**src/design/cpu_macros.svh**
```systemverilog
// Width, reset PC, register count and halt word macros for any datapath file that includes them
`ifndef CPU_MACROS_SVH
`define CPU_MACROS_SVH

// Data and address width
`define CPU_WORD_W 32

// Register index width and register file depth
`define CPU_REG_W 5
`define CPU_REG_COUNT 32

// First fetch address after reset
`define CPU_PC_INIT 32'h0000_0000

// All-ones instruction stops the processor
`define CPU_HALT_WORD 32'hFFFF_FFFF

`endif

```
**src/design/cpu_pkg.sv**
```systemverilog
// Shared datapath types, referenced by scoped name from the stages and the top level
`include "cpu_macros.svh"

package cpu_pkg;

  typedef logic [`CPU_WORD_W-1:0] word_t;
  typedef logic [`CPU_REG_W-1:0] regbits_t;

  // Primary opcodes of the supported subset
  typedef enum logic [5:0] {
    OP_RTYPE = 6'h00,
    OP_J     = 6'h02,
    OP_BEQ   = 6'h04,
    OP_BNE   = 6'h05,
    OP_ADDIU = 6'h09,
    OP_ORI   = 6'h0D,
    OP_LUI   = 6'h0F,
    OP_LW    = 6'h23,
    OP_SW    = 6'h2B,
    OP_HALT  = 6'h3F
  } opcode_t;

  // R-type function field
  typedef enum logic [5:0] {
    F_ADDU = 6'h21,
    F_SUBU = 6'h23,
    F_AND  = 6'h24,
    F_OR   = 6'h25,
    F_SLT  = 6'h2A
  } funct_t;

  typedef enum logic [2:0] {
    ALU_ADD,
    ALU_SUB,
    ALU_AND,
    ALU_OR,
    ALU_SLT,
    ALU_LUI
  } alu_op_t;

endpackage

```
**src/design/fetch_stage.sv**
```systemverilog
// Fetch stage with PC, next-PC selection and fetch/decode register under hazard unit control
`include "cpu_macros.svh"

module fetch_stage #(
  parameter cpu_pkg::word_t PC_INIT = `CPU_PC_INIT
) (
  input  logic           CLK,
  input  logic           nRST,
  input  logic           ihit,
  input  logic           flush,
  input  logic           freeze,
  input  logic           branch_taken,
  input  logic           jump_sel,
  input  cpu_pkg::word_t branch_addr,
  input  cpu_pkg::word_t jump_addr,
  input  cpu_pkg::word_t imemload,
  output logic           imemREN,
  output cpu_pkg::word_t imemaddr,
  output cpu_pkg::word_t fd_instr,
  output cpu_pkg::word_t fd_npc
);

  cpu_pkg::word_t pc;
  cpu_pkg::word_t pc_plus4;
  cpu_pkg::word_t next_pc;

  assign pc_plus4 = pc + 32'd4;

  // Jump beats branch as both resolve in decode
  always_comb begin
    if (jump_sel) begin
      next_pc = jump_addr;
    end else if (branch_taken) begin
      next_pc = branch_addr;
    end else begin
      next_pc = pc_plus4;
    end
  end

  // Request stays up until the port answers
  assign imemREN = 1'b1;
  assign imemaddr = pc;

  always_ff @(posedge CLK or negedge nRST) begin
    if (!nRST) begin
      pc <= PC_INIT;
      fd_instr <= '0;
      fd_npc <= '0;
    end else if (ihit && !freeze) begin
      pc <= next_pc;
      fd_npc <= pc_plus4;
      // squashed delay slot turns into an all-zero bubble
      fd_instr <= flush ? '0 : imemload;
    end
  end

endmodule

```
**src/design/decode_stage.sv**
```systemverilog
// Decode stage with the register file, control decode, branch resolution and DE register
`include "cpu_macros.svh"

module decode_stage (
  input  logic              CLK,
  input  logic              nRST,
  input  logic              flush,
  input  logic              freeze,
  input  cpu_pkg::word_t    fd_instr,
  input  cpu_pkg::word_t    fd_npc,
  input  cpu_pkg::word_t    wb_data,
  input  cpu_pkg::regbits_t wb_dest,
  input  logic              wb_wen,
  output logic              branch_taken,
  output cpu_pkg::word_t    branch_addr,
  output logic              jump_sel,
  output cpu_pkg::word_t    jump_addr,
  output cpu_pkg::word_t    de_rs_val,
  output cpu_pkg::word_t    de_rt_val,
  output cpu_pkg::word_t    de_imm,
  output cpu_pkg::regbits_t de_rs,
  output cpu_pkg::regbits_t de_rt,
  output cpu_pkg::regbits_t de_dest,
  output cpu_pkg::alu_op_t  de_alu_op,
  output logic              de_alu_src,
  output logic              de_dren,
  output logic              de_dwen,
  output logic              de_reg_wen,
  output logic              de_halt
);

  cpu_pkg::word_t    regs [`CPU_REG_COUNT];
  cpu_pkg::opcode_t  opcode;
  cpu_pkg::funct_t   funct;
  cpu_pkg::regbits_t rs, rt, rd, dest;
  cpu_pkg::word_t    rs_val, rt_val, imm;
  cpu_pkg::alu_op_t  alu_op;
  logic              alu_src, dren, dwen, reg_wen, halt_op, operands_eq;

  assign opcode = cpu_pkg::opcode_t'(fd_instr[31:26]);
  assign funct = cpu_pkg::funct_t'(fd_instr[5:0]);
  assign rs = fd_instr[25:21];
  assign rt = fd_instr[20:16];
  assign rd = fd_instr[15:11];

  // Register 0 of the register file is never written
  always_ff @(posedge CLK) begin
    if (wb_wen && wb_dest != '0) begin
      regs[wb_dest] <= wb_data;
    end
  end

  // Reads see a writeback landing in the same cycle
  assign rs_val = (rs == '0) ? '0 : (wb_wen && wb_dest == rs) ? wb_data : regs[rs];
  assign rt_val = (rt == '0) ? '0 : (wb_wen && wb_dest == rt) ? wb_data : regs[rt];

  always_comb begin
    alu_op = cpu_pkg::ALU_ADD;
    alu_src = 1'b0;
    dren = 1'b0;
    dwen = 1'b0;
    reg_wen = 1'b0;
    halt_op = 1'b0;
    dest = rt;
    imm = {{16{fd_instr[15]}}, fd_instr[15:0]};
    case (opcode)
      cpu_pkg::OP_RTYPE: begin
        dest = rd;
        reg_wen = 1'b1;
        case (funct)
          cpu_pkg::F_ADDU: alu_op = cpu_pkg::ALU_ADD;
          cpu_pkg::F_SUBU: alu_op = cpu_pkg::ALU_SUB;
          cpu_pkg::F_AND:  alu_op = cpu_pkg::ALU_AND;
          cpu_pkg::F_OR:   alu_op = cpu_pkg::ALU_OR;
          cpu_pkg::F_SLT:  alu_op = cpu_pkg::ALU_SLT;
          // Unknown functions and bubbles write nothing
          default:         reg_wen = 1'b0;
        endcase
      end
      cpu_pkg::OP_ADDIU: begin
        alu_src = 1'b1;
        reg_wen = 1'b1;
      end
      cpu_pkg::OP_ORI: begin
        alu_op = cpu_pkg::ALU_OR;
        alu_src = 1'b1;
        reg_wen = 1'b1;
        imm = {16'h0000, fd_instr[15:0]};
      end
      cpu_pkg::OP_LUI: begin
        alu_op = cpu_pkg::ALU_LUI;
        alu_src = 1'b1;
        reg_wen = 1'b1;
      end
      cpu_pkg::OP_LW: begin
        alu_src = 1'b1;
        dren = 1'b1;
        reg_wen = 1'b1;
      end
      cpu_pkg::OP_SW: begin
        alu_src = 1'b1;
        dwen = 1'b1;
      end
      cpu_pkg::OP_HALT: halt_op = (fd_instr == `CPU_HALT_WORD);
      default: ;
    endcase
  end

  // Branch compare on register values with the target relative to PC+4
  assign operands_eq = (rs_val == rt_val);
  assign branch_taken = (opcode == cpu_pkg::OP_BEQ && operands_eq) ||
                        (opcode == cpu_pkg::OP_BNE && !operands_eq);
  assign branch_addr = fd_npc + {imm[29:0], 2'b00};

  // HALT spins on its own address so nothing behind it issues
  assign jump_sel = (opcode == cpu_pkg::OP_J) || halt_op;
  assign jump_addr = halt_op ? fd_npc - 32'd4 : {fd_npc[31:28], fd_instr[25:0], 2'b00};

  always_ff @(posedge CLK or negedge nRST) begin
    if (!nRST) begin
      de_dest <= '0;
      de_dren <= 1'b0;
      de_dwen <= 1'b0;
      de_reg_wen <= 1'b0;
      de_halt <= 1'b0;
    end else if (!freeze) begin
      // Destination is zero for anything that does not write
      de_dest <= (reg_wen && !flush) ? dest : '0;
      de_dren <= dren && !flush;
      de_dwen <= dwen && !flush;
      de_reg_wen <= reg_wen && !flush;
      de_halt <= halt_op && !flush;
    end
  end

  always_ff @(posedge CLK) begin
    if (!freeze) begin
      de_rs_val <= rs_val;
      de_rt_val <= rt_val;
      de_imm <= imm;
      de_rs <= rs;
      de_rt <= rt;
      de_alu_op <= alu_op;
      de_alu_src <= alu_src;
    end else begin
      // Pick up results that retire while this instruction is held
      if (wb_wen && wb_dest != '0 && wb_dest == de_rs) begin
        de_rs_val <= wb_data;
      end
      if (wb_wen && wb_dest != '0 && wb_dest == de_rt) begin
        de_rt_val <= wb_data;
      end
    end
  end

endmodule

```
**src/design/execute_stage.sv**
```systemverilog
// Execute stage with operand forwarding, the ALU and the execute/memory register
module execute_stage (
  input  logic              CLK,
  input  logic              nRST,
  input  logic              flush,
  input  logic              freeze,
  input  cpu_pkg::word_t    de_rs_val,
  input  cpu_pkg::word_t    de_rt_val,
  input  cpu_pkg::word_t    de_imm,
  input  cpu_pkg::regbits_t de_rs,
  input  cpu_pkg::regbits_t de_rt,
  input  cpu_pkg::regbits_t de_dest,
  input  cpu_pkg::alu_op_t  de_alu_op,
  input  logic              de_alu_src,
  input  logic              de_dren,
  input  logic              de_dwen,
  input  logic              de_reg_wen,
  input  logic              de_halt,
  input  cpu_pkg::word_t    wb_data,
  input  cpu_pkg::regbits_t wb_dest,
  input  logic              wb_wen,
  output cpu_pkg::word_t    em_result,
  output cpu_pkg::word_t    em_store,
  output cpu_pkg::regbits_t em_dest,
  output logic              em_dren,
  output logic              em_dwen,
  output logic              em_reg_wen,
  output logic              em_halt
);

  cpu_pkg::word_t rs_fwd, rt_fwd, operand_b, result;

  // Youngest producer wins so the memory stage beats writeback
  always_comb begin
    if (em_dest != '0 && em_dest == de_rs) begin
      rs_fwd = em_result;
    end else if (wb_wen && wb_dest != '0 && wb_dest == de_rs) begin
      rs_fwd = wb_data;
    end else begin
      rs_fwd = de_rs_val;
    end
    if (em_dest != '0 && em_dest == de_rt) begin
      rt_fwd = em_result;
    end else if (wb_wen && wb_dest != '0 && wb_dest == de_rt) begin
      rt_fwd = wb_data;
    end else begin
      rt_fwd = de_rt_val;
    end
  end

  assign operand_b = de_alu_src ? de_imm : rt_fwd;

  always_comb begin
    case (de_alu_op)
      cpu_pkg::ALU_SUB: result = rs_fwd - operand_b;
      cpu_pkg::ALU_AND: result = rs_fwd & operand_b;
      cpu_pkg::ALU_OR:  result = rs_fwd | operand_b;
      cpu_pkg::ALU_SLT: result = {31'd0, $signed(rs_fwd) < $signed(operand_b)};
      cpu_pkg::ALU_LUI: result = {operand_b[15:0], 16'h0000};
      default:          result = rs_fwd + operand_b;
    endcase
  end

  always_ff @(posedge CLK or negedge nRST) begin
    if (!nRST) begin
      em_dest <= '0;
      em_dren <= 1'b0;
      em_dwen <= 1'b0;
      em_reg_wen <= 1'b0;
      em_halt <= 1'b0;
    end else if (!freeze) begin
      em_dest <= flush ? '0 : de_dest;
      em_dren <= de_dren && !flush;
      em_dwen <= de_dwen && !flush;
      em_reg_wen <= de_reg_wen && !flush;
      em_halt <= de_halt && !flush;
    end
  end

  // Address or result plus store data for SW
  always_ff @(posedge CLK) begin
    if (!freeze) begin
      em_result <= result;
      em_store <= rt_fwd;
    end
  end

endmodule

```
**src/design/memory_stage.sv**
```systemverilog
// Memory stage driving the data port, with the memory/writeback register and result selection
module memory_stage (
  input  logic              CLK,
  input  logic              nRST,
  input  logic              flush,
  input  logic              freeze,
  input  cpu_pkg::word_t    em_result,
  input  cpu_pkg::word_t    em_store,
  input  cpu_pkg::regbits_t em_dest,
  input  logic              em_dren,
  input  logic              em_dwen,
  input  logic              em_reg_wen,
  input  logic              em_halt,
  input  cpu_pkg::word_t    dmemload,
  output logic              dmemREN,
  output logic              dmemWEN,
  output cpu_pkg::word_t    dmemaddr,
  output cpu_pkg::word_t    dmemstore,
  output cpu_pkg::word_t    wb_data,
  output cpu_pkg::regbits_t wb_dest,
  output logic              wb_wen,
  output logic              halt_seen
);

  cpu_pkg::word_t mem_result;
  logic           wb_halt;

  // Strobes stay up while the hazard unit holds this register
  assign dmemREN = em_dren;
  assign dmemWEN = em_dwen;
  assign dmemaddr = em_result;
  assign dmemstore = em_store;

  assign mem_result = em_dren ? dmemload : em_result;

  always_ff @(posedge CLK or negedge nRST) begin
    if (!nRST) begin
      wb_dest <= '0;
      wb_wen <= 1'b0;
      wb_halt <= 1'b0;
    end else if (!freeze) begin
      wb_dest <= flush ? '0 : em_dest;
      wb_wen <= em_reg_wen && !flush;
      wb_halt <= em_halt && !flush;
    end
  end

  always_ff @(posedge CLK) begin
    if (!freeze) begin
      wb_data <= mem_result;
    end
  end

  assign halt_seen = wb_halt;

endmodule

```
**src/design/hazard_unit.sv**
```systemverilog
// Hazard unit for per-stage flush and freeze with fetch in bit 3 and memory in bit 0
module hazard_unit (
  input  logic              ihit,
  input  logic              dhit,
  input  logic              de_dren,
  input  cpu_pkg::regbits_t de_dest,
  input  cpu_pkg::regbits_t em_dest,
  input  logic              em_dren,
  input  logic              em_dwen,
  input  cpu_pkg::regbits_t fd_rs,
  input  cpu_pkg::regbits_t fd_rt,
  input  logic              fd_branch,
  input  logic              branch_taken,
  input  logic              jump_sel,
  output logic [3:0]        flush,
  output logic [3:0]        freeze
);

  logic de_match, em_match, stall, mem_access;

  // Destinations read as zero when nothing is written
  assign de_match = (de_dest != '0) && (de_dest == fd_rs || de_dest == fd_rt);
  assign em_match = (em_dest != '0) && (em_dest == fd_rs || em_dest == fd_rt);

  // Load-use or a branch whose operands are still in flight
  assign stall = (de_dren && de_match) || (fd_branch && (de_match || em_match));
  assign mem_access = em_dren || em_dwen;

  always_comb begin
    flush = 4'b0000;
    freeze = 4'b0000;
    if (mem_access && !dhit) begin
      freeze = 4'b1111;
    end else if (!ihit && mem_access) begin
      // Data access that ends while fetch waits retires and leaves a bubble behind
      freeze = 4'b1100;
      flush = 4'b0010;
    end else if (!ihit) begin
      freeze = 4'b1111;
    end else if (stall) begin
      freeze = 4'b1000;
      flush = 4'b0100;
    end else if (branch_taken || jump_sel) begin
      flush = 4'b1000;
    end
  end

endmodule

```
**src/design/datapath.sv**
```systemverilog
// Top level of the five-stage MIPS datapath joining stages and hazard unit to the memory ports
`include "cpu_macros.svh"

module datapath #(
  parameter cpu_pkg::word_t PC_INIT = `CPU_PC_INIT
) (
  input  logic           CLK,
  input  logic           nRST,
  input  logic           ihit,
  input  logic           dhit,
  input  cpu_pkg::word_t imemload,
  input  cpu_pkg::word_t dmemload,
  output logic           imemREN,
  output logic           dmemREN,
  output logic           dmemWEN,
  output cpu_pkg::word_t imemaddr,
  output cpu_pkg::word_t dmemaddr,
  output cpu_pkg::word_t dmemstore,
  output logic           halt
);

  // Fetch and decode
  cpu_pkg::word_t    fd_instr, fd_npc, branch_addr, jump_addr;
  logic              branch_taken, jump_sel;
  cpu_pkg::regbits_t fd_rs, fd_rt;
  logic              fd_branch;

  // Decode to execute
  cpu_pkg::word_t    de_rs_val, de_rt_val, de_imm;
  cpu_pkg::regbits_t de_rs, de_rt, de_dest;
  cpu_pkg::alu_op_t  de_alu_op;
  logic              de_alu_src, de_dren, de_dwen, de_reg_wen, de_halt;

  // Execute to memory and writeback
  cpu_pkg::word_t    em_result, em_store, wb_data;
  cpu_pkg::regbits_t em_dest, wb_dest;
  logic              em_dren, em_dwen, em_reg_wen, em_halt, wb_wen, halt_seen;

  logic [3:0] flush, freeze;
  logic       fetch_freeze;

  assign fd_rs = fd_instr[25:21];
  assign fd_rt = fd_instr[20:16];
  assign fd_branch = (fd_instr[31:26] == cpu_pkg::OP_BEQ) ||
                     (fd_instr[31:26] == cpu_pkg::OP_BNE);

  // No new fetches once HALT has retired
  assign fetch_freeze = freeze[3] || halt_seen || halt;

  fetch_stage #(.PC_INIT(PC_INIT)) fetch_i (.flush(flush[3]), .freeze(fetch_freeze), .*);
  decode_stage  decode_i  (.flush(flush[2]), .freeze(freeze[2]), .*);
  execute_stage execute_i (.flush(flush[1]), .freeze(freeze[1]), .*);
  memory_stage  memory_i  (.flush(flush[0]), .freeze(freeze[0]), .*);
  hazard_unit   hazard_i  (.*);

  // Sticky until reset
  always_ff @(posedge CLK or negedge nRST) begin
    if (!nRST) begin
      halt <= 1'b0;
    end else if (halt_seen) begin
      halt <= 1'b1;
    end
  end

endmodule

```
**config.mk**
```make
export PLATFORM = sky130hd
export DESIGN_NAME = datapath
export DESIGN_NICKNAME = d
export VERILOG_FILES = /design/src/design/cpu_pkg.sv /design/src/design/fetch_stage.sv /design/src/design/decode_stage.sv /design/src/design/execute_stage.sv /design/src/design/memory_stage.sv /design/src/design/hazard_unit.sv /design/src/design/datapath.sv
export VERILOG_INCLUDE_DIRS = /design/src /design/src/design
export SDC_FILE = /design/constraint.sdc
export NUM_CORES = 2
export LEC_CHECK = 0
export BUFFER_PORTS_ARGS = -buffer_cell sky130_fd_sc_hd__buf_2
export CAP_MARGIN = 10
export CORE_MARGIN = 8
export CORE_UTILIZATION = 40
export DETAILED_ROUTE_END_ITERATION = 10
export SLEW_MARGIN = 15
export SYNTH_ARGS = -nofsm -noshare
export SYNTH_HDL_FRONTEND = slang
export SYNTH_SLANG_ARGS = --single-unit
```
**constraint.sdc**
```tcl
create_clock -name CLK -period 7.78 [get_ports CLK]
set_clock_uncertainty 0.15 [all_clocks]
set_input_delay 0 -clock CLK [delete_from_list [all_inputs] [get_ports CLK]]
set_output_delay 0 -clock CLK [all_outputs]
set_load 0.02 [all_outputs]
```
==> impl_metrics.py <==
metrics = {
    "worst_setup_path": {
        "path_cells": "or3_1, o31ai_1, nor4_2, buf_4, mux2i_1, nand2_1, o21a_1, ha_1, nor2b_1, o21ai_0, a21o_1, a2111oi_0, o31ai_1, a211oi_1, o21ai_0, o31ai_1, a21o_1, a21oi_1, a221o_1, a22oi_1",
        "path_buf_inv": 1,
        "endpoint_kind": "flop",
        "crit_arrival_ns": 7.70,
        "critical_path.slowest_cell": "a2111oi_0",
        "crit_fanout": 32,
        "crit_type": "flop to flop",
        "critPathTopFamily": "compound AO/OA/AOI/OAI gates",
        "cp.required_ns": 8.25,
        "start_kind": "flop",
        "worst_path_most_repeated_cell": "o31ai_1",
        "crit_path_max_incr_delay_ns": 0.84,
    },
    "final_layout": {
        "area_delta_synth_final_pct": 14.1,
        "fillers": 15203,
        "drive_above_1_share": 0.215,
        "layout_commonest_cell": "edfxtp_1",
        "nets": 5418,
        "final_cell_mix": "edfxtp_1 (1152), mux4_2 (387), mux2i_1 (372), a21oi_1 (292), nand2_1 (255)",
    },
    "clocking": {
        "worstSkewPairLatency_ns": 0.79,
        "clk_pin_slew_ns": 0.06,
        "clockBufferDepth": 3,
        "numCtsBuffers": 146,
        "htree_levels": 4,
        "cts.sinks": 1338,
        "cts-root-buf": "clkbuf_16",
        "tritoncts": "done",
    },
    "sta": {
        "grt_setup_unrepaired": "false",
        "finalHoldViolCount": 0,
        "fin_crit_sh": 0.930,
        "hold_slack_ns": 0.0490,
        "fin_setup_tns_ns": 0,
        "final-setup-viol-count": 0,
        "slew_violations": 0,
        "max_clock_freq_mhz": 138,
        "min_period_ns": 7.24,
        "max_slew_margin": 0.191,
        "worst_slew_pin_slew_ns": 1.21,
    },
    "hold_path": {
        "hold_class": "input port to flop",
    },
    "global_route": {
        "overflow": 0,
        "grt_max_degree": 89,
        "grt_pass1_wl_um": 345000,
        "grt_pass1_vias": 47869,
        "gr-usage-all-layers": 0.251,
        "antenna_found_initial": 4,
    },
    "floorplan": {
        "coreArea_um2": 173000,
        "die_w_um": 433,
        "io_pins": 168,
        "start_util": 0.401,
        "die-area_um2": 187000,
        "rows": 153,
        "dieHeight_um": 433,
    },
    "logic_synthesis": {
        "ys_ff_latch": 1338,
        "synth_mux_area_frac": 0.194,
        "yosys.area.top_type": "edfxtp_1",
        "synth_edf_count": 1152,
        "synth_area_um2": 69500,
        "synthXorXnorAreaFrac": 0.0198,
        "synth_fa_ha_area_frac": 0.0237,
        "ys.flop_type": "edfxtp_1",
        "synth_area_leaders": "edfxtp_1 (50%), mux4_2 (13%), mux2i_1 (5.4%)",
        "synthArstFlopShare": 0.0912,
        "synth_top_area_share": 0.497,
        "seq_area_frac_synth": 0.560,
        "synth_top_family_by_area": "multiplexers",
        "ys_warn_count": 0,
        "postSynthCellCount": 4887,
        "synth.distinct_cells": 97,
        "syn_avg_cell_area_um2": 14.2,
        "synth_compound_area_frac": 0.112,
        "synthSimpleGateAreaFrac": 0.0527,
    },
    "route": {
        "wl_um": 242000,
        "drc": 0,
        "first_iter_violations": 6119,
        "ant_nets": 0,
        "wire_per_inst_um": 31.6,
        "firstDrtPassIters": 6,
        "vias": 48541,
        "viasPerCell": 6.33,
    },
    "power_and_ir_drop": {
        "peakVddDrop_mv": 0.211,
        "leakagePower_nw": 27.5,
        "p_total_w": 0.0249,
        "power_density_nw_per_um2": 314,
    },
    "place": {
        "port-buffer-count": 166,
        "hpwl_um": 153000,
        "gp_congestion": 0.903,
    },
    "job": {
        "max_cap_violations": 0,
    },
    "status": {
        "outcome": "completed",
    },
}
==> cells in the mapped netlist, types with 22 or more instances <==
master	number
a31oi_1	27
mux4_2	387
dfrtp_1	122
o21a_1	42
a211oi_1	42
dfxtp_1	64
xor2_1	75
o22ai_1	73
a22oi_1	138
nand3_1	52
mux2i_1	373
a221oi_1	31
buf_2	65
nor3_1	48
o21ai_1	27
a22o_1	65
nand2b_1	23
a21o_1	30
buf_8	22
o21ai_0	110
xnor2_1	82
o221ai_1	86
mux2_2	87
nor2b_1	33
nand2_1	255
edfxtp_1	1152
inv_1	134
nor2_1	252
ha_1	127
a21oi_1	293
nand4_1	25
clkbuf_1	177
buf_6	35
==> path summary, 6_finish.rpt <==
check | start | end | slack (ns) | cells past startpoint
setup / recovery | memory_i.wb_dest[2] | execute_i.em_result[25] | 0.54 | 20
hold / removal | dmemload[31] | memory_i.wb_data[31] | 0.05 | 3
setup reg to reg | memory_i.wb_dest[2] | execute_i.em_result[25] | 0.54 | 20
hold reg to reg | fetch_i.fd_npc[0] | fetch_i.fd_npc[0] | 0.34 | 2
max in group asynchronous | nRST | fetch_i.fd_instr[21] | 6.56 | 4
min in group asynchronous | nRST | fetch_i.imemaddr[8] | 0.21 | 4
==> cell type report <==
type	instances	area, um^2	share of cell area
Antenna cell	5	12.5	0.000158
Tap cell	2325	2910	0.0367
Multi-Input combinational cell	3095	28400	0.358
Timing Repair Buffer	504	3940	0.0497
Clock buffer	188	3890	0.0490
Inverter	135	514	0.00648
Sequential cell	1338	39000	0.491
Clock inverter	78	688	0.00867
==> cell families (layout without fill, tap and decap cells) <==
kind of cell               Yosys count  after routing
DFF                               1338           1338
AOI/OAI and AO/OA                 1134           1134
muxes                              850            850
and+or+nand+nor                    791            791
buffers and inverters              485            905
xor gates and xnor gates           157            157
adders and majority gates          130            130
other                                2             38
==> per-layer routing <==
layer,wire [um],up-vias,global-route usage,part of all wire
met5,7,-,0,0.000029
met3,23400,517,0.0506,0.097
met2,112000,2826,0.396,0.46
met4,10700,2,0.0958,0.044
met1,96600,25009,0.343,0.40
li1,-,20187,-,-
==> worst reg2reg max path, cell delays in order, from the launching register on <==
cell,delay (ns)
dfrtp_1,0.54
or3_1,0.58
o31ai_1,0.59
nor4_2,0.12
buf_4,0.34
mux2i_1,0.31
nand2_1,0.09
o21a_1,0.22
ha_1,0.32
nor2b_1,0.11
o21ai_0,0.12
a21o_1,0.24
a2111oi_0,0.84
o31ai_1,0.29
a211oi_1,0.50
o21ai_0,0.45
o31ai_1,0.51
a21o_1,0.18
a21oi_1,0.08
a221o_1,0.35
a22oi_1,0.15
==> power by group <==
part           switching, W  internal, W
combinational       0.00550      0.00315
clock               0.00301      0.00377
sequential         0.000653      0.00884
total               0.00917       0.0158
==> stage by stage <==
stage / util / instances / setup slack [ns] / cell area [um^2]
final: 0.458 / 7668 / 0.544 / 79300
after global routing: 0.458 / 7664 / 0.271 / 79300
after CTS: 0.458 / 7661 / 0.819 / 79300
after detailed placement: 0.423 / 7255 / 0.893 / 73300
after global placement: 0.423 / 7255 / 1.03 / 73300
after floorplan: - / 4918 / 1.94 / 69700
==> flip-flops by register name (all words and copies together) (netlist names), 3 cells and up <==
register             count
decode_i.de_rs           5
decode_i.de_dest         5
memory_i.wb_dest         5
fetch_i.fd_instr        32
decode_i.regs         1024
memory_i.wb_data        32
decode_i.de_alu_op       3
execute_i.em_dest        5
decode_i.de_rs_val      32
decode_i.de_rt           5
execute_i.em_store      32
decode_i.de_rt_val      32
decode_i.de_imm         18
fetch_i.fd_npc          32
execute_i.em_result     32
fetch_i.imemaddr        32
==> what timing repair did <==
| item | in CTS | in global routing |
|---|---|---|
| hold endpoints to repair | 217 | 0 |
| gates resized for setup | 0 | 0 |
| hold buffers | 140 | 0 |
| setup buffers | 0 | 0 |
No activity file was read; power rests on OpenSTA's default activity.
